**src/rtl/ofdm_defines.svh**
```systemverilog
`ifndef OFDM_DEFINES_SVH
`define OFDM_DEFINES_SVH

// log2 of the transform size
`define OFDM_NFFT 3

// points per symbol body
`define OFDM_FFT_LEN 8

// width of each real and imaginary input part
`define OFDM_SAMPLE_W 8

// width of each real and imaginary output part
`define OFDM_BIN_W 14

// twiddles are scaled by 64, so each bin drops 6 bits
`define OFDM_TWIDDLE_SHIFT 6

// cyclic prefix length field
`define OFDM_CP_W 3

// symbols in flight between cp remover and dft output
`define OFDM_META_DEPTH 4

`endif
```
**src/rtl/ofdm_frame_pkg.sv**
```systemverilog
`include "ofdm_defines.svh"

package ofdm_frame_pkg;

    // frame position of one OFDM symbol
    typedef struct packed {
        logic [9:0] sfn;
        logic [4:0] subframe;
        logic [3:0] symbol;
    } frame_meta_t;

    // side information on the input stream
    typedef struct packed {
        frame_meta_t            meta;
        logic [`OFDM_CP_W-1:0]  cp_len;
    } in_user_t;

    // side information on the bin stream
    typedef struct packed {
        frame_meta_t meta;
        logic        pbch;
    } out_user_t;

    // PBCH sits in symbol 3 of subframe 0
    function automatic logic is_pbch(input frame_meta_t meta);
        is_pbch = (meta.symbol == 4'd3) && (meta.subframe == 5'd0);
    endfunction

endpackage

```
**src/rtl/ofdm_sample_pkg.sv**
```systemverilog
`include "ofdm_defines.svh"

package ofdm_sample_pkg;

    parameter int TWIDDLE_W = 8;

    typedef struct packed {
        logic signed [`OFDM_SAMPLE_W-1:0] im;
        logic signed [`OFDM_SAMPLE_W-1:0] re;
    } sample_t;

    typedef struct packed {
        logic signed [`OFDM_BIN_W-1:0] im;
        logic signed [`OFDM_BIN_W-1:0] re;
    } bin_t;

    // cos(2*pi*idx/8) * 64, rounded
    function automatic logic signed [TWIDDLE_W-1:0] twiddle_re(input logic [`OFDM_NFFT-1:0] idx);
        case (idx)
            3'd0:       twiddle_re = 8'sd64;
            3'd1, 3'd7: twiddle_re = 8'sd45;
            3'd2, 3'd6: twiddle_re = 8'sd0;
            3'd3, 3'd5: twiddle_re = -8'sd45;
            default:    twiddle_re = -8'sd64;
        endcase
    endfunction

    // -sin(2*pi*idx/8) * 64, rounded
    function automatic logic signed [TWIDDLE_W-1:0] twiddle_im(input logic [`OFDM_NFFT-1:0] idx);
        case (idx)
            3'd0, 3'd4: twiddle_im = 8'sd0;
            3'd1, 3'd3: twiddle_im = -8'sd45;
            3'd2:       twiddle_im = -8'sd64;
            3'd5, 3'd7: twiddle_im = 8'sd45;
            default:    twiddle_im = 8'sd64;
        endcase
    endfunction

endpackage

```
**src/rtl/ofdm_demod.sv**
```systemverilog
`timescale 1ns/1ps

module ofdm_demod (
    input  logic                      clk_i,
    input  logic                      reset_ni,
    input  ofdm_sample_pkg::sample_t  s_tdata_i,
    input  ofdm_frame_pkg::in_user_t  s_tuser_i,
    input  logic                      s_tlast_i,
    input  logic                      s_tvalid_i,
    input  logic                      ssb_start_i,
    output ofdm_sample_pkg::bin_t     m_tdata_o,
    output ofdm_frame_pkg::out_user_t m_tuser_o,
    output logic                      m_tlast_o,
    output logic                      m_tvalid_o
);
    import ofdm_sample_pkg::*;
    import ofdm_frame_pkg::*;

    sample_t     smp;
    logic        smp_valid;
    frame_meta_t meta_in;
    logic        meta_push;
    frame_meta_t meta_head;
    logic        meta_empty;
    logic        meta_pop;

    cp_remover u_cp_remover (
        .clk_i       (clk_i),
        .reset_ni    (reset_ni),
        .s_tdata_i   (s_tdata_i),
        .s_tuser_i   (s_tuser_i),
        .s_tlast_i   (s_tlast_i),
        .s_tvalid_i  (s_tvalid_i),
        .ssb_start_i (ssb_start_i),
        .smp_o       (smp),
        .smp_valid_o (smp_valid),
        .meta_o      (meta_in),
        .meta_push_o (meta_push)
    );

    // frame info waits here while its symbol is transformed
    meta_fifo #(
        .payload_t (frame_meta_t)
    ) u_meta_fifo (
        .clk_i    (clk_i),
        .reset_ni (reset_ni),
        .push_i   (meta_push),
        .data_i   (meta_in),
        .pop_i    (meta_pop),
        .data_o   (meta_head),
        .empty_o  (meta_empty)
    );

    dft_core u_dft_core (
        .clk_i       (clk_i),
        .reset_ni    (reset_ni),
        .smp_i       (smp),
        .smp_valid_i (smp_valid),
        .bin_o       (m_tdata_o),
        .bin_valid_o (m_tvalid_o),
        .bin_last_o  (m_tlast_o)
    );

    // metadata retires with the last bin of its symbol
    assign meta_pop = m_tlast_o;

    assign m_tuser_o.meta = meta_head;
    assign m_tuser_o.pbch = !meta_empty && is_pbch(meta_head);

endmodule

```
**src/rtl/dft_core.sv**
```systemverilog
`timescale 1ns/1ps
`include "ofdm_defines.svh"

module dft_core (
    input  logic                     clk_i,
    input  logic                     reset_ni,
    input  ofdm_sample_pkg::sample_t smp_i,
    input  logic                     smp_valid_i,
    output ofdm_sample_pkg::bin_t    bin_o,
    output logic                     bin_valid_o,
    output logic                     bin_last_o
);
    import ofdm_sample_pkg::*;

    localparam int N     = `OFDM_FFT_LEN;
    localparam int IDX_W = `OFDM_NFFT;
    localparam int SHIFT = `OFDM_TWIDDLE_SHIFT;
    // product plus sign of the complex sum plus growth over 8 terms
    localparam int ACC_W = `OFDM_SAMPLE_W + TWIDDLE_W + IDX_W + 1;

    sample_t                      bank_q [2][N];
    logic [1:0]                   full_q;
    logic                         wr_bank_q;
    logic [IDX_W-1:0]             wr_idx_q;
    logic                         rd_bank_q;
    logic                         busy_q;
    logic [IDX_W-1:0]             n_q;
    logic [IDX_W-1:0]             k_q;
    logic signed [ACC_W-1:0]      acc_re_q;
    logic signed [ACC_W-1:0]      acc_im_q;

    sample_t                      x;
    logic signed [`OFDM_SAMPLE_W-1:0] x_re;
    logic signed [`OFDM_SAMPLE_W-1:0] x_im;
    logic [IDX_W-1:0]             tw_idx;
    logic signed [TWIDDLE_W-1:0]  w_re;
    logic signed [TWIDDLE_W-1:0]  w_im;
    logic signed [ACC_W-1:0]      sum_re;
    logic signed [ACC_W-1:0]      sum_im;
    logic signed [ACC_W-1:0]      sh_re;
    logic signed [ACC_W-1:0]      sh_im;
    logic                         start;
    logic                         bin_done;

    assign start    = !busy_q && full_q[rd_bank_q];
    assign bin_done = busy_q && (n_q == IDX_W'(N - 1));

    assign x    = bank_q[rd_bank_q][n_q];
    assign x_re = x.re;
    assign x_im = x.im;
    // n*k mod 8 falls out of the 3 bit product
    assign tw_idx = n_q * k_q;
    assign w_re   = twiddle_re(tw_idx);
    assign w_im   = twiddle_im(tw_idx);

    // one complex MAC per cycle
    assign sum_re = acc_re_q + x_re * w_re - x_im * w_im;
    assign sum_im = acc_im_q + x_re * w_im + x_im * w_re;
    assign sh_re  = sum_re >>> SHIFT;
    assign sh_im  = sum_im >>> SHIFT;

    always_ff @(posedge clk_i) begin
        if (!reset_ni) begin
            full_q      <= '0;
            wr_bank_q   <= 1'b0;
            wr_idx_q    <= '0;
            rd_bank_q   <= 1'b0;
            busy_q      <= 1'b0;
            n_q         <= '0;
            k_q         <= '0;
            bin_valid_o <= 1'b0;
            bin_last_o  <= 1'b0;
        end else begin
            bin_valid_o <= bin_done;
            bin_last_o  <= bin_done && (k_q == IDX_W'(N - 1));
            if (smp_valid_i) begin
                wr_idx_q <= wr_idx_q + 1'b1;
                if (wr_idx_q == IDX_W'(N - 1)) begin
                    full_q[wr_bank_q] <= 1'b1;
                    wr_bank_q         <= !wr_bank_q;
                end
            end
            // n and k wrap back to zero at the end of each symbol
            if (start) begin
                busy_q <= 1'b1;
            end else if (busy_q) begin
                n_q <= n_q + 1'b1;
                if (bin_done) begin
                    k_q <= k_q + 1'b1;
                    if (k_q == IDX_W'(N - 1)) begin
                        busy_q            <= 1'b0;
                        full_q[rd_bank_q] <= 1'b0;
                        rd_bank_q         <= !rd_bank_q;
                    end
                end
            end
        end
    end

    always_ff @(posedge clk_i) begin
        if (smp_valid_i) begin
            bank_q[wr_bank_q][wr_idx_q] <= smp_i;
        end
        if (start) begin
            acc_re_q <= '0;
            acc_im_q <= '0;
        end else if (busy_q) begin
            if (bin_done) begin
                acc_re_q <= '0;
                acc_im_q <= '0;
                bin_o.re <= sh_re[`OFDM_BIN_W-1:0];
                bin_o.im <= sh_im[`OFDM_BIN_W-1:0];
            end else begin
                acc_re_q <= sum_re;
                acc_im_q <= sum_im;
            end
        end
    end

    // no ready upstream, so a third symbol would overwrite a pending bank
    assert property (@(posedge clk_i) disable iff (!reset_ni) smp_valid_i |-> !(&full_q))
        else $error("dft_core: sample arrived while both banks are full");

endmodule

```
**src/rtl/cp_remover.sv**
```systemverilog
`timescale 1ns/1ps
`include "ofdm_defines.svh"

module cp_remover (
    input  logic                        clk_i,
    input  logic                        reset_ni,
    input  ofdm_sample_pkg::sample_t    s_tdata_i,
    input  ofdm_frame_pkg::in_user_t    s_tuser_i,
    input  logic                        s_tlast_i,
    input  logic                        s_tvalid_i,
    input  logic                        ssb_start_i,
    output ofdm_sample_pkg::sample_t    smp_o,
    output logic                        smp_valid_o,
    output ofdm_frame_pkg::frame_meta_t meta_o,
    output logic                        meta_push_o
);
    import ofdm_frame_pkg::*;

    typedef enum logic [1:0] {
        ST_CP,
        ST_BODY,
        ST_TAIL
    } state_t;

    state_t                  state_q;
    logic [`OFDM_CP_W-1:0]   cp_cnt_q;
    logic [`OFDM_CP_W-1:0]   cp_len_q;
    logic [`OFDM_NFFT-1:0]   body_cnt_q;
    logic                    first_q;
    frame_meta_t             meta_q;

    logic [`OFDM_CP_W-1:0]   cp_len_cur;
    logic [`OFDM_CP_W-1:0]   cp_base;
    logic                    body_acc;

    // the first sample of a symbol brings its own prefix length
    assign cp_len_cur = first_q ? s_tuser_i.cp_len : cp_len_q;
    // an ssb pulse restarts the prefix count on this very cycle
    assign cp_base = ssb_start_i ? '0 : cp_cnt_q;
    assign body_acc = s_tvalid_i && (state_q == ST_BODY);

    always_ff @(posedge clk_i) begin
        if (!reset_ni) begin
            state_q     <= ST_CP;
            cp_cnt_q    <= '0;
            body_cnt_q  <= '0;
            first_q     <= 1'b1;
            smp_valid_o <= 1'b0;
            meta_push_o <= 1'b0;
        end else begin
            smp_valid_o <= body_acc;
            meta_push_o <= body_acc && (body_cnt_q == '0);
            if (s_tvalid_i) begin
                first_q <= s_tlast_i;
            end
            case (state_q)
                ST_CP: begin
                    if (s_tvalid_i) begin
                        if (cp_base == cp_len_cur - 1'b1) begin
                            state_q  <= ST_BODY;
                            cp_cnt_q <= '0;
                        end else begin
                            cp_cnt_q <= cp_base + 1'b1;
                        end
                    end else if (ssb_start_i) begin
                        cp_cnt_q <= '0;
                    end
                end
                ST_BODY: begin
                    if (s_tvalid_i) begin
                        if (body_cnt_q == `OFDM_NFFT'(`OFDM_FFT_LEN - 1)) begin
                            body_cnt_q <= '0;
                            state_q    <= s_tlast_i ? ST_CP : ST_TAIL;
                        end else begin
                            body_cnt_q <= body_cnt_q + 1'b1;
                        end
                    end
                end
                ST_TAIL: begin
                    // an early ssb pulse abandons the rest of the tail
                    if ((s_tvalid_i && s_tlast_i) || ssb_start_i) begin
                        state_q <= ST_CP;
                    end
                end
                default: begin
                    state_q <= ST_CP;
                end
            endcase
        end
    end

    always_ff @(posedge clk_i) begin
        if (s_tvalid_i) begin
            smp_o <= s_tdata_i;
        end
        if (s_tvalid_i && first_q) begin
            cp_len_q <= s_tuser_i.cp_len;
            meta_q   <= s_tuser_i.meta;
        end
        if (body_acc && (body_cnt_q == '0)) begin
            meta_o <= meta_q;
        end
    end

    // a symbol without a prefix would never leave cp skip cleanly
    assert property (@(posedge clk_i) disable iff (!reset_ni)
        (s_tvalid_i && first_q) |-> (s_tuser_i.cp_len != '0))
        else $error("cp_remover: zero cp length at start of symbol");

endmodule

```
**src/rtl/meta_fifo.sv**
```systemverilog
`timescale 1ns/1ps
`include "ofdm_defines.svh"

module meta_fifo #(
    parameter type payload_t = logic
) (
    input  logic     clk_i,
    input  logic     reset_ni,
    input  logic     push_i,
    input  payload_t data_i,
    input  logic     pop_i,
    output payload_t data_o,
    output logic     empty_o
);
    localparam int DEPTH = `OFDM_META_DEPTH;
    localparam int PTR_W = $clog2(DEPTH);

    payload_t       mem [DEPTH];
    logic [PTR_W:0] wr_ptr_q;
    logic [PTR_W:0] rd_ptr_q;
    logic           full;

    // extra pointer bit tells full from empty
    assign empty_o = (wr_ptr_q == rd_ptr_q);
    assign full    = (wr_ptr_q[PTR_W] != rd_ptr_q[PTR_W]) &&
                     (wr_ptr_q[PTR_W-1:0] == rd_ptr_q[PTR_W-1:0]);
    // head is visible without a read cycle
    assign data_o  = mem[rd_ptr_q[PTR_W-1:0]];

    always_ff @(posedge clk_i) begin
        if (!reset_ni) begin
            wr_ptr_q <= '0;
            rd_ptr_q <= '0;
        end else begin
            if (push_i && !full) begin
                wr_ptr_q <= wr_ptr_q + 1'b1;
            end
            if (pop_i && !empty_o) begin
                rd_ptr_q <= rd_ptr_q + 1'b1;
            end
        end
    end

    always_ff @(posedge clk_i) begin
        if (push_i && !full) begin
            mem[wr_ptr_q[PTR_W-1:0]] <= data_i;
        end
    end

    // more symbols in flight than the dft can hold
    assert property (@(posedge clk_i) disable iff (!reset_ni) push_i |-> !full)
        else $error("meta_fifo: push while full");

    // a bin burst finished with no metadata queued for it
    assert property (@(posedge clk_i) disable iff (!reset_ni) pop_i |-> !empty_o)
        else $error("meta_fifo: pop while empty");

endmodule

```
**config.mk**
```make
export PLATFORM = sky130hd
export DESIGN_NAME = ofdm_demod
export DESIGN_NICKNAME = d
export VERILOG_FILES = /design/src/rtl/ofdm_frame_pkg.sv /design/src/rtl/ofdm_sample_pkg.sv /design/src/rtl/ofdm_demod.sv /design/src/rtl/dft_core.sv /design/src/rtl/cp_remover.sv /design/src/rtl/meta_fifo.sv
export VERILOG_INCLUDE_DIRS = /design/src /design/src/rtl
export SDC_FILE = /design/constraint.sdc
export NUM_CORES = 1
export LEC_CHECK = 0
export BUFFER_PORTS_ARGS = -buffer_cell sky130_fd_sc_hd__buf_4
export CAP_MARGIN = 20
export CORE_ASPECT_RATIO = 0.5
export CORE_MARGIN = 2
export CORE_UTILIZATION = 54
export CTS_CLUSTER_DIAMETER = 120
export DETAILED_ROUTE_END_ITERATION = 10
export PLACE_DENSITY = 0.73
export REMOVE_ABC_BUFFERS = 1
export SLEW_MARGIN = 10
export SYNTH_ARGS = -nofsm -noshare
export SYNTH_HDL_FRONTEND = slang
export SYNTH_SLANG_ARGS = --single-unit
```
**constraint.sdc**
```tcl
create_clock -name clk_i -period 26.5 [get_ports clk_i]
set_clock_uncertainty 0.2 [all_clocks]
set_input_delay 1.325 -clock clk_i [delete_from_list [all_inputs] [get_ports clk_i]]
set_output_delay 1.325 -clock clk_i [all_outputs]
set_load 0.03 [all_outputs]
```
==> results.md, run 1 <==
* Critical path capture point type: register
* Yosys warns at 0
* Post-CTS resize count at 0
* Initial antenna violation count at 1
* Register area share after synthesis at 46.7%
* H-tree depth at 2
* Iter 0 DRT Violations at 1336
* Largest family of logic cells by synthesized area: adder cells
* CP Class: reg2reg
* Final hold vios at 0
* Post-synthesis mux area share at 7.64%
* Post-synth ARST share at 0%
* Final antenna-violating net count at 0
* P&R area growth vs syn at 10.7%
* Leakage Power at 0.0138 µW
* Port Buffer Count at 92
* First-pass GRT wire length at 94.4 mm
* GPL Wtd Cong at 0.875
* Simple-Gate Fraction of Synth Area at 5.81%
* Core Rows at 61
* DIE HEIGHT at 171 µm
* Dpl hpwl at 41.9 mm
* Full die area at 0.0577 mm²
* Core box area at 0.0553 mm²
* Total power at 1910 µW
* Fmax achieved at 101 MHz
* Worst path slowest cell: buf_4
* Total track usage at 21.4%
* Final Net Count at 2895
* Clock Tree Root: clkbuf_16
* Number of flops mapped to enable cells by yosys at 417
* Hold Slack at 0.214 ns
* Top_reg_cell synth: edfxtp_1
* Number of global-route vias before repair at 17364
* Num CTS Buffers at 43
* Crit-path max cell delay at 0.74 ns
* Share of layout cells above drive strength 1 at 14.1%
* RSZ-0062 raised after global routing: false
* Setup Slack @ Placement at 16.58 ns
* Part of the cycle the worst path needs at 37.2%
* Synthesized area at 0.0301 mm²
* Setup slack after layout at 16.64 ns
* Layout fillers at 4284
* Startpoint Class: register
* Clk buf depth at 3
* Sum Neg Setup Slack at 0 ns
* Outcome: finished, final reports clean
* Overflow after GRT at 0
* Worst-margin pin slew at 1.06 ns
* Worst slew margin at 29.6%
* Worst skew pair latency at 0.60 ns
* Post-Synth Adder-Cell Area at 23.4%
* Final setup vio count at 0
* CTS sink cnt at 493
* Initial DRT Pass Iterations at 5
* Post-synth cell types at 72
* Min Tclk post-route at 9.86 ns
* Antenna Cells at 0
* Cells after synthesis at 2320
* DRC at 0
* Vias at 17372
* Crit-path max FO at 42
* I/O pins at 93
* CTS tree: done
* Post-CTS Setup Inserts at 0
* CP Data Required Time at 26.79 ns
* Initial Util at 54.4%
* Hold/Removal Path Class: reg2reg
* Drt via density at 5.39
* Most used cell, CP: fa_1
* Arr. time, crit path at 10.15 ns
* Peak supply drop at 0.0000710 V
* Mapped Avg Cell Area at 13.0 µm²
* Die outline width at 338 µm
* Synth Area in XOR/XNOR at 3.96%
* Hold_buf cts at 0
* Clock transition at path regs at 0.07 ns
* Power Dens Cells at 57.4 mW/mm²
* Maxcap violations at 0
* Count of pins over their slew limit at 0
* Yosys reg bits at 493
* Final wirelength at 59.9 mm
* Routed len/inst at 18.6 µm
* Fraction of the mapped netlist area in compound gates at 5.85%
* Largest net degree at the start of global routing at 66
[cell families (layout without fill, tap and decap cells)]
kind of cell    count (synthesis)  count (layout)
mux                           115             115
simple gates                  384             384
fa+ha+maj                     418             418
buf+inv                       516             663
xor+xnor                      135             135
flops                         493             493
compound gates                259             259
[worst max-delay path: cells and delay by family (launching register included)]
kind | cells | cell delay (ns)
XOR/XNOR | 1 | 0.65
AO/OA/AOI/OAI | 11 | 2.61
AND/OR/NAND/NOR | 3 | 0.53
adder cells (fa/ha/maj) | 7 | 3.16
multiplexers | 2 | 0.90
buffers and inverters | 6 | 1.07
flip-flops | 1 | 0.64
[Yosys cell counts, types with 7 or more instances]
cell | count | area [µm²]
a21o_1 | 23 | 173
o21ai_0 | 39 | 195
and3_1 | 8 | 50.1
nor2b_1 | 9 | 56.3
or2_2 | 9 | 56.3
ha_1 | 179 | 2240
o21bai_1 | 12 | 90.1
buf_1 | 7 | 26.3
nand2_1 | 93 | 349
dfxtp_1 | 76 | 1520
nand2b_1 | 13 | 81.3
nand3_1 | 17 | 85.1
nor3_1 | 10 | 50.1
and2_1 | 28 | 175
nor2_1 | 165 | 619
o21a_1 | 20 | 150
xnor2_1 | 83 | 727
xor2_1 | 51 | 447
edfxtp_1 | 417 | 12500
a21oi_1 | 70 | 350
mux2i_1 | 17 | 170
mux2_2 | 7 | 78.8
inv_2 | 19 | 71.3
buf_2 | 11 | 55.1
clkbuf_1 | 32 | 120
mux4_2 | 91 | 2050
fa_1 | 239 | 4780
a22o_1 | 32 | 280
a31oi_1 | 9 | 56.3
nand2_2 | 7 | 43.8
inv_1 | 440 | 1650
[cell type report]
class | count | area, µm² | share of cell area (%)
multi-input combinational | 1311 | 14100 | 42.3
sequential | 493 | 14000 | 42.2
inverter | 459 | 1720 | 5.18
clock buffer | 51 | 1110 | 3.32
timing repair buffer | 126 | 983 | 2.96
tap | 756 | 946 | 2.84
clock inverter | 27 | 402 | 1.21
[registers in the layout, indices dropped and copies added, names as in the netlist, 16 cells and up, named ones only]
register and cells:
u_cp_remover.smp_o 16, u_dft_core.acc_re_q 20, u_meta_fifo.mem 76, u_cp_remover.meta_q 19, u_cp_remover.meta_o 19, u_dft_core.acc_im_q 20, u_dft_core.bin_o 28, u_dft_core.bank_q 256
[stage by stage]
| stage | utilization, % | std cells | instance area [µm²] |
|---|---|---|---|
| 2_1_floorplan | - | 2263 | 29800 |
| 3_3_place_gp | 57.4 | 3140 | 31700 |
| 3_5_place_dp | 57.4 | 3141 | 31700 |
| 4_1_cts | 60.1 | 3219 | 33200 |
| 5_1_grt | 60.2 | 3223 | 33300 |
| 6_report | 60.2 | 3223 | 33300 |
[cell usage in the layout, fill, tap and decap left out, types with 23 or more instances in the layout]
master     Yosys  layout
o21ai_0       39      39
xnor2_1       83      82
mux4_2        91      91
a22o_1        32      32
nor2_1       165     165
and2_1        28      28
xor2_1        51      51
inv_1        440     440
a21oi_1       70      70
clkbuf_16      0      43
fa_1         239     239
dfxtp_1       76      74
a21o_1        23      23
edfxtp_1     417     417
buf_4          2     121
ha_1         179     179
nand2_1       93      93
[worst paths after layout]
check,startpoint,to,slack [ns],cells past startpoint
worst min register to register,u_cp_remover.meta_q[2],u_cp_remover.meta_o[2],0.21,0
worst min-delay path,u_cp_remover.meta_q[2],u_cp_remover.meta_o[2],0.21,0
worst max-delay path,register,u_dft_core.acc_re_q[19],16.64,30
worst max register to register,register,u_dft_core.acc_re_q[19],16.64,30
[report_power, final]
part	switching [µW]	total (µW)	internal [µW]	leakage [µW]
clock network	295	678	383	0.000724
registers	24.9	913	888	0.00440
logic	179	319	139	0.00865
total	499	1910	1410	0.0138
[routing by layer]
| metal | share of wire [%] | vias to the layer above | GRT usage (%) |
|---|---|---|---|
| li1 | - | 8089 | - |
| met3 | 6.5 | 82 | 3.86 |
| met4 | 2.0 | 0 | 4.77 |
| met1 | 43 | 8727 | 29.6 |
| met2 | 48 | 474 | 35.6 |
| met5 | 0 | - | 0 |
Power figures use the tool's default switching activity.
==> inputs of run 2 (changes only) <==
- PLACE_DENSITY: 0.73 -> 0.75
- clock period: 26.5 -> 7.9 ns (I/O delays scaled with it)
==> run 2 against run 1 <==
The flow now finishes with violations (negative setup slack). Clock power rose to 3.1 times the previous value. First-iteration DRC count up 15%. Hold slack worse by 0.18 ns. Global-route usage up 2.8 points. Register-to-register slack worse by 17 ns. Critical path depth unchanged. Non-clock buffer count up 338. Wire length up 18%. Design area up 12%. Clock-buffer cell count up 8. Largest cell class unchanged.
==> results.md, run 2 (synthesis results as in run 1) <==
* Commonest cells after routing, fill and taps aside: edfxtp_1, inv_1, buf_4, fa_1, ha_1
* Clock group share of total power at 30.9%
* CTS tree: done
* CTS sink cnt at 493
* Part of the cycle the worst path needs at 102%
* Worst slew margin at 27.9%
* Port Buffer Count at 92
* Clock transition at path regs at 0.07 ns
* Leakage Power at 0.0157 µW
* Full die area at 0.0577 mm²
* Worst skew pair latency at 0.60 ns
* Most common cell after layout, fill and taps aside: edfxtp_1
* Setup slack after layout at -0.179 ns
* Clock Tree Root: clkbuf_16
* Max FFs per register at 256
* Fmax achieved at 124 MHz
* Power Dens Cells at 182 mW/mm²
* Sw Ratio at 28.1%
* DIE HEIGHT at 171 µm
* Peak supply drop at 0.000178 V
* Die outline width at 338 µm
* Iter 0 DRT Violations at 1532
* Post-route cell area at 0.0374 mm²
* P&R area growth vs syn at 24.5%
* Failing checks: negative setup slack
* Final hold vios at 0
* DRC at 0
* GR Layer Usage met3 at 3.94%
* Arr. time, crit path at 8.39 ns
* Num CTS Buffers at 45
* Final core utilization at 67.7%
* Register share of total power at 45.0%
* Final antenna-violating net count at 0
* Dpl hpwl at 46.6 mm
* Drt via density at 5.36
* CP Data Required Time at 8.21 ns
* Crit-path max cell delay at 0.61 ns
* DP Area at 0.0337 mm²
* Final Net Count at 3235
* Comb pwr share at 24.0%
* Largest register by flop count: u_dft_core.bank_q
* GPL Wtd Cong at 0.938
* Vias at 19109
* I/O pins at 93
* Final wirelength at 70.5 mm
* CP Class: reg2reg
* Largest net degree at the start of global routing at 42
* Number of global-route vias before repair at 19718
* Core box area at 0.0553 mm²
* Worst-margin pin slew at 1.08 ns
* Count of pins over their slew limit at 0
* Antenna Cells at 0
* GR peak layer: met2
* Maxcap violations at 0
* Total track usage at 24.2%
* Clk buf depth at 3
* H-tree depth at 2
* Met2 global-route usage at 40.9%
* Startpoint Class: register
* Routed len/inst at 19.8 µm
* Overflow after GRT at 0
* Initial Util at 54.4%
* Net switching power at 1920 µW
* Worst path slowest cell: mux4_2
* Critical path capture point type: register
* Final setup vio count at 16
* Hold/Removal Path Class: in2reg
* Core Rows at 61
* Crit-path max FO at 3
* Internal at 4890 µW
* First-pass GRT wire length at 106 mm
* Initial DRT Pass Iterations at 5
* Outcome: complete, but fails checks
* GR Util met1 at 32.8%
* RSZ-0062 raised after global routing: true
* Share of layout cells above drive strength 1 at 29.8%
* Min Tclk post-route at 8.08 ns
* Initial antenna violation count at 0
[run 2: cell count changes in the layout (fill, tap and decap cells not counted), moves of 20 or more]
cell and change:
a21oi_1 -26, buf_12 +20, buf_4 +257, dlygate4sd3_1 +41
ha_1 -30, ha_4 +25, inv_1 -29, inv_2 +21
nand2_1 -22
[run 2: timing repair]
action / 4_1_cts / 5_1_grt
setup endpoints to repair: 22 / 30
gates cloned: 4 / 0
resized for setup: 118 / 183
pin swaps: 59 / 126
hold buffers: 41 / 0
hold endpoints to repair: 42 / 0
buffers inserted: 18 / 28
[run 2: cell type report]
type	count	area (µm²)
fill	3691	17800
clock buffer	59	1210
timing repair buffer	464	4010
multi-input combinational	1311	15300
clock inverter	24	190
tap	756	946
sequential	493	14000
inverter	459	1750
[run 2: path summary, 6_finish.rpt]
path	from	slack, ns	endpoint	cells past startpoint
max	register	-0.18	u_dft_core.acc_im_q[19]	30
min	ssb_start_i	0.03	u_cp_remover.state_q[1]	4
max reg2reg	register	-0.18	u_dft_core.acc_im_q[19]	30
min reg2reg	u_cp_remover.meta_q[18]	0.22	u_cp_remover.meta_o[18]	0
[run 2: through the flow]
stage | power, µW | hold slack (ns) | setup TNS, ns | setup slack (ns) | instances
final | 6810 | 0.0290 | -1.35 | -0.179 | 3566
after floorplan | 3930 | 0.200 | -81.10 | -2.52 | 2263
after detailed placement | 4360 | 0.205 | -4.13 | -0.416 | 3392
after CTS | 6570 | 0.00971 | -0.0140 | -0.0140 | 3537
after global routing | 7090 | 0.0577 | -6.85 | -0.445 | 3566
after global placement | 4320 | 0.200 | -3.03 | -0.245 | 3391
[run 2: power by group through the flow]
stage / sequential [µW] / clock (µW) / combinational (µW)
after floorplan: 3090 / 0 / 836
after global placement: 3110 / 0 / 1210
after detailed placement: 3120 / 0 / 1240
after CTS: 3060 / 2130 / 1370
after global routing: 3080 / 2230 / 1780
final: 3070 / 2110 / 1640
[run 2: routing by layer]
metal | part of all wire [%] | vias to the layer above
li1 | - | 8783
met1 | 42 | 9638
met2 | 50 | 572
met3 | 6.2 | 116
met4 | 2.3 | 0
met5 | 0 | -
[run 2: critical path: cells and delay by family, from the launching register on]
family	cells	cell delay [ns]
AO/OA/AOI/OAI	6	0.78
XOR/XNOR	1	0.17
adder cells (fa/ha/maj)	7	3.04
buffers and inverters	7	0.79
flip-flops	1	0.40
multiplexers	2	1.14
AND/OR/NAND/NOR	7	1.47
==> inputs of run 3 (changes only) <==
- CTS_BUF_LIST: default -> sky130_fd_sc_hd__clkbuf_4
==> run 3 against run 2 <==
Sequential cell count unchanged. Largest cell class unchanged. Cell count up 3.3%. The run still ends with negative setup slack left. Hold slack better by 0.058 ns. Critical endpoint unchanged. Combinational power about the same. Clock-buffer cell count up 93. Sequential power about the same. First-iteration DRC count down 2.2%. Largest power group unchanged. Wire length down 0.38%.
==> results.md, run 3 (synthesis results as in run 1) <==
* Critical path capture point type: register
* Total track usage at 24.3%
* Peak supply drop at 0.000182 V
* Worst slew margin at 26.3%
* Initial antenna violation count at 1
* Iter 0 DRT Violations at 1499
* Worst skew pair latency at 0.89 ns
* Port Buffer Count at 92
* Overflow after GRT at 0
* Vias at 19636
* Hold/Removal Path Class: in2reg
* Net switching power at 1950 µW
* Internal at 4730 µW
* Startpoint Class: register
* Clock Tree Root: clkbuf_4
* R2R cell count at 29
* Worst-margin pin slew at 1.10 ns
* Post-route cell area at 0.0374 mm²
* Number of global-route vias before repair at 20334
* CP Data Required Time at 8.45 ns
* Die outline width at 338 µm
* Part of the cycle the worst path needs at 102%
* Register share of total power at 45.9%
* Worst path slowest cell: mux4_2
* Fmax achieved at 124 MHz
* Core box area at 0.0553 mm²
* Power Dens Cells at 179 mW/mm²
* Min Tclk post-route at 8.10 ns
* Leakage Power at 0.0158 µW
* CP Class: reg2reg
* Max FFs per register at 256
* CTS tree: done
* Cells after DPL at 3392
* Clock transition at path regs at 0.07 ns
* I/O pins at 93
* Hold Slack at 0.0875 ns
* Outcome: complete, but fails checks
* Final setup vio count at 10
* Sw Ratio at 29.2%
* Failing checks: negative setup slack
* Dpl hpwl at 46.6 mm
* Clk buf depth at 3
* Largest net degree at the start of global routing at 42
* Count of pins over their slew limit at 0
* H-tree depth at 3
* Full die area at 0.0577 mm²
* Crit-path max FO at 10
* RSZ-0062 raised after global routing: true
* DIE HEIGHT at 171 µm
* Maxcap violations at 0
* Setup slack after layout at -0.196 ns
* Final hold vios at 0
* Commonest cells after routing, fill and taps aside: inv_1, edfxtp_1, buf_4, fa_1, nor2_1
* Worst Hold Path Cells at 2
* Layout fillers at 3738
* Final cell count without fillers at 3683
* Initial DRT Pass Iterations at 5
* Comb pwr share at 24.8%
* Arr. time, crit path at 8.65 ns
* Core Rows at 61
* P&R area growth vs syn at 24.3%
* First-pass GRT wire length at 107 mm
* Num CTS Buffers at 107
* Final antenna-violating net count at 0
* Clock group share of total power at 29.4%
* Final Net Count at 3306
* DP Area at 0.0337 mm²
* Most used cell, CP: fa_1
* Initial Util at 54.4%
* Crit-path max cell delay at 0.59 ns
* Routed len/inst at 19.1 µm
* Final wirelength at 70.2 mm
* Drt via density at 5.33
* Largest register by flop count: u_dft_core.bank_q
* GPL Wtd Cong at 0.938
* CTS sink cnt at 493
* DRC at 0
* Share of layout cells above drive strength 1 at 31.2%
## run 3: changes by cell type in the layout (fill, tap and decap cells not counted), sizes merged
cell	previous run	this run
bufinv	0	1
clkbuf	59	152
clkinv	18	35
diode	0	1
dlygate4sd3	41	60
clkinvlp	4	3
buf	423	413
inv	461	458
## run 3: timing repair
action                                  4_1_cts  5_1_grt
pin swaps                                    51       94
hold endpoints to repair                     62        1
hold buffers                                 59        1
gates resized for setup                     114      157
gates cloned                                  3        0
endpoints found under the setup margin       24       29
buffers inserted                             15       23
## run 3: per-layer routing
layer | global-route usage [%] | part of all wire, % | vias to the layer above
li1 | - | - | 8986
met1 | 32.7 | 41 | 9889
met2 | 40.2 | 50 | 642
met3 | 5.02 | 6.7 | 119
met4 | 7.32 | 2.1 | 0
met5 | 0 | 0 | -
## run 3: cell type report
cell class                      instances  area (µm²)  share of cell area [%]
Multi-Input combinational cell       1311       15200                    40.7
Sequential cell                       493       14000                    37.6
Timing Repair Buffer                  473        4070                    10.9
Inverter                              459        1740                    4.66
Clock buffer                          152        1140                    3.05
Tap cell                              756         946                    2.53
Clock inverter                         38         223                   0.596
Antenna cell                            1        2.50                 0.00670
## run 3: power by group through the flow
stage          Combinational, µW  Sequential [µW]  Clock [µW]
3_3_place_gp                1210             3110           0
2_1_floorplan                836             3090           0
3_5_place_dp                1240             3120           0
6_report                    1650             3060        1960
4_1_cts                     1370             3060        2010
5_1_grt                     1790             3080        2130
## run 3: critical path: cells and delay by family (launching register included)
kind / cells / cell delay [ns]
fa+ha+maj: 7 / 2.89
mux: 2 / 1.12
flops: 1 / 0.40
xor+xnor: 1 / 0.28
compound gates: 10 / 1.68
buf+inv: 6 / 0.49
simple gates: 3 / 0.91
## run 3: stage by stage
step / worst slack (ns) / setup TNS [ns] / total power [µW] / utilization, %
after floorplan: -2.52 / -81.10 / 3930 / -
after global placement: -0.245 / -3.03 / 4320 / 61.0
after detailed placement: -0.416 / -4.13 / 4360 / 61.0
after CTS: -0.00833 / -0.0153 / 6440 / 65.9
after global routing: -0.378 / -5.44 / 6990 / 67.6
final: -0.196 / -0.728 / 6680 / 67.6
## run 3: worst paths after layout
check                               from                 endpoint  slack (ns)
setup / recovery                register  u_dft_core.acc_im_q[19]       -0.20
hold / removal             s_tuser_i[18]  u_cp_remover.meta_q[15]        0.09
setup reg to reg                register  u_dft_core.acc_im_q[19]       -0.20
hold reg to reg   u_cp_remover.meta_q[5]   u_cp_remover.meta_o[5]        0.20
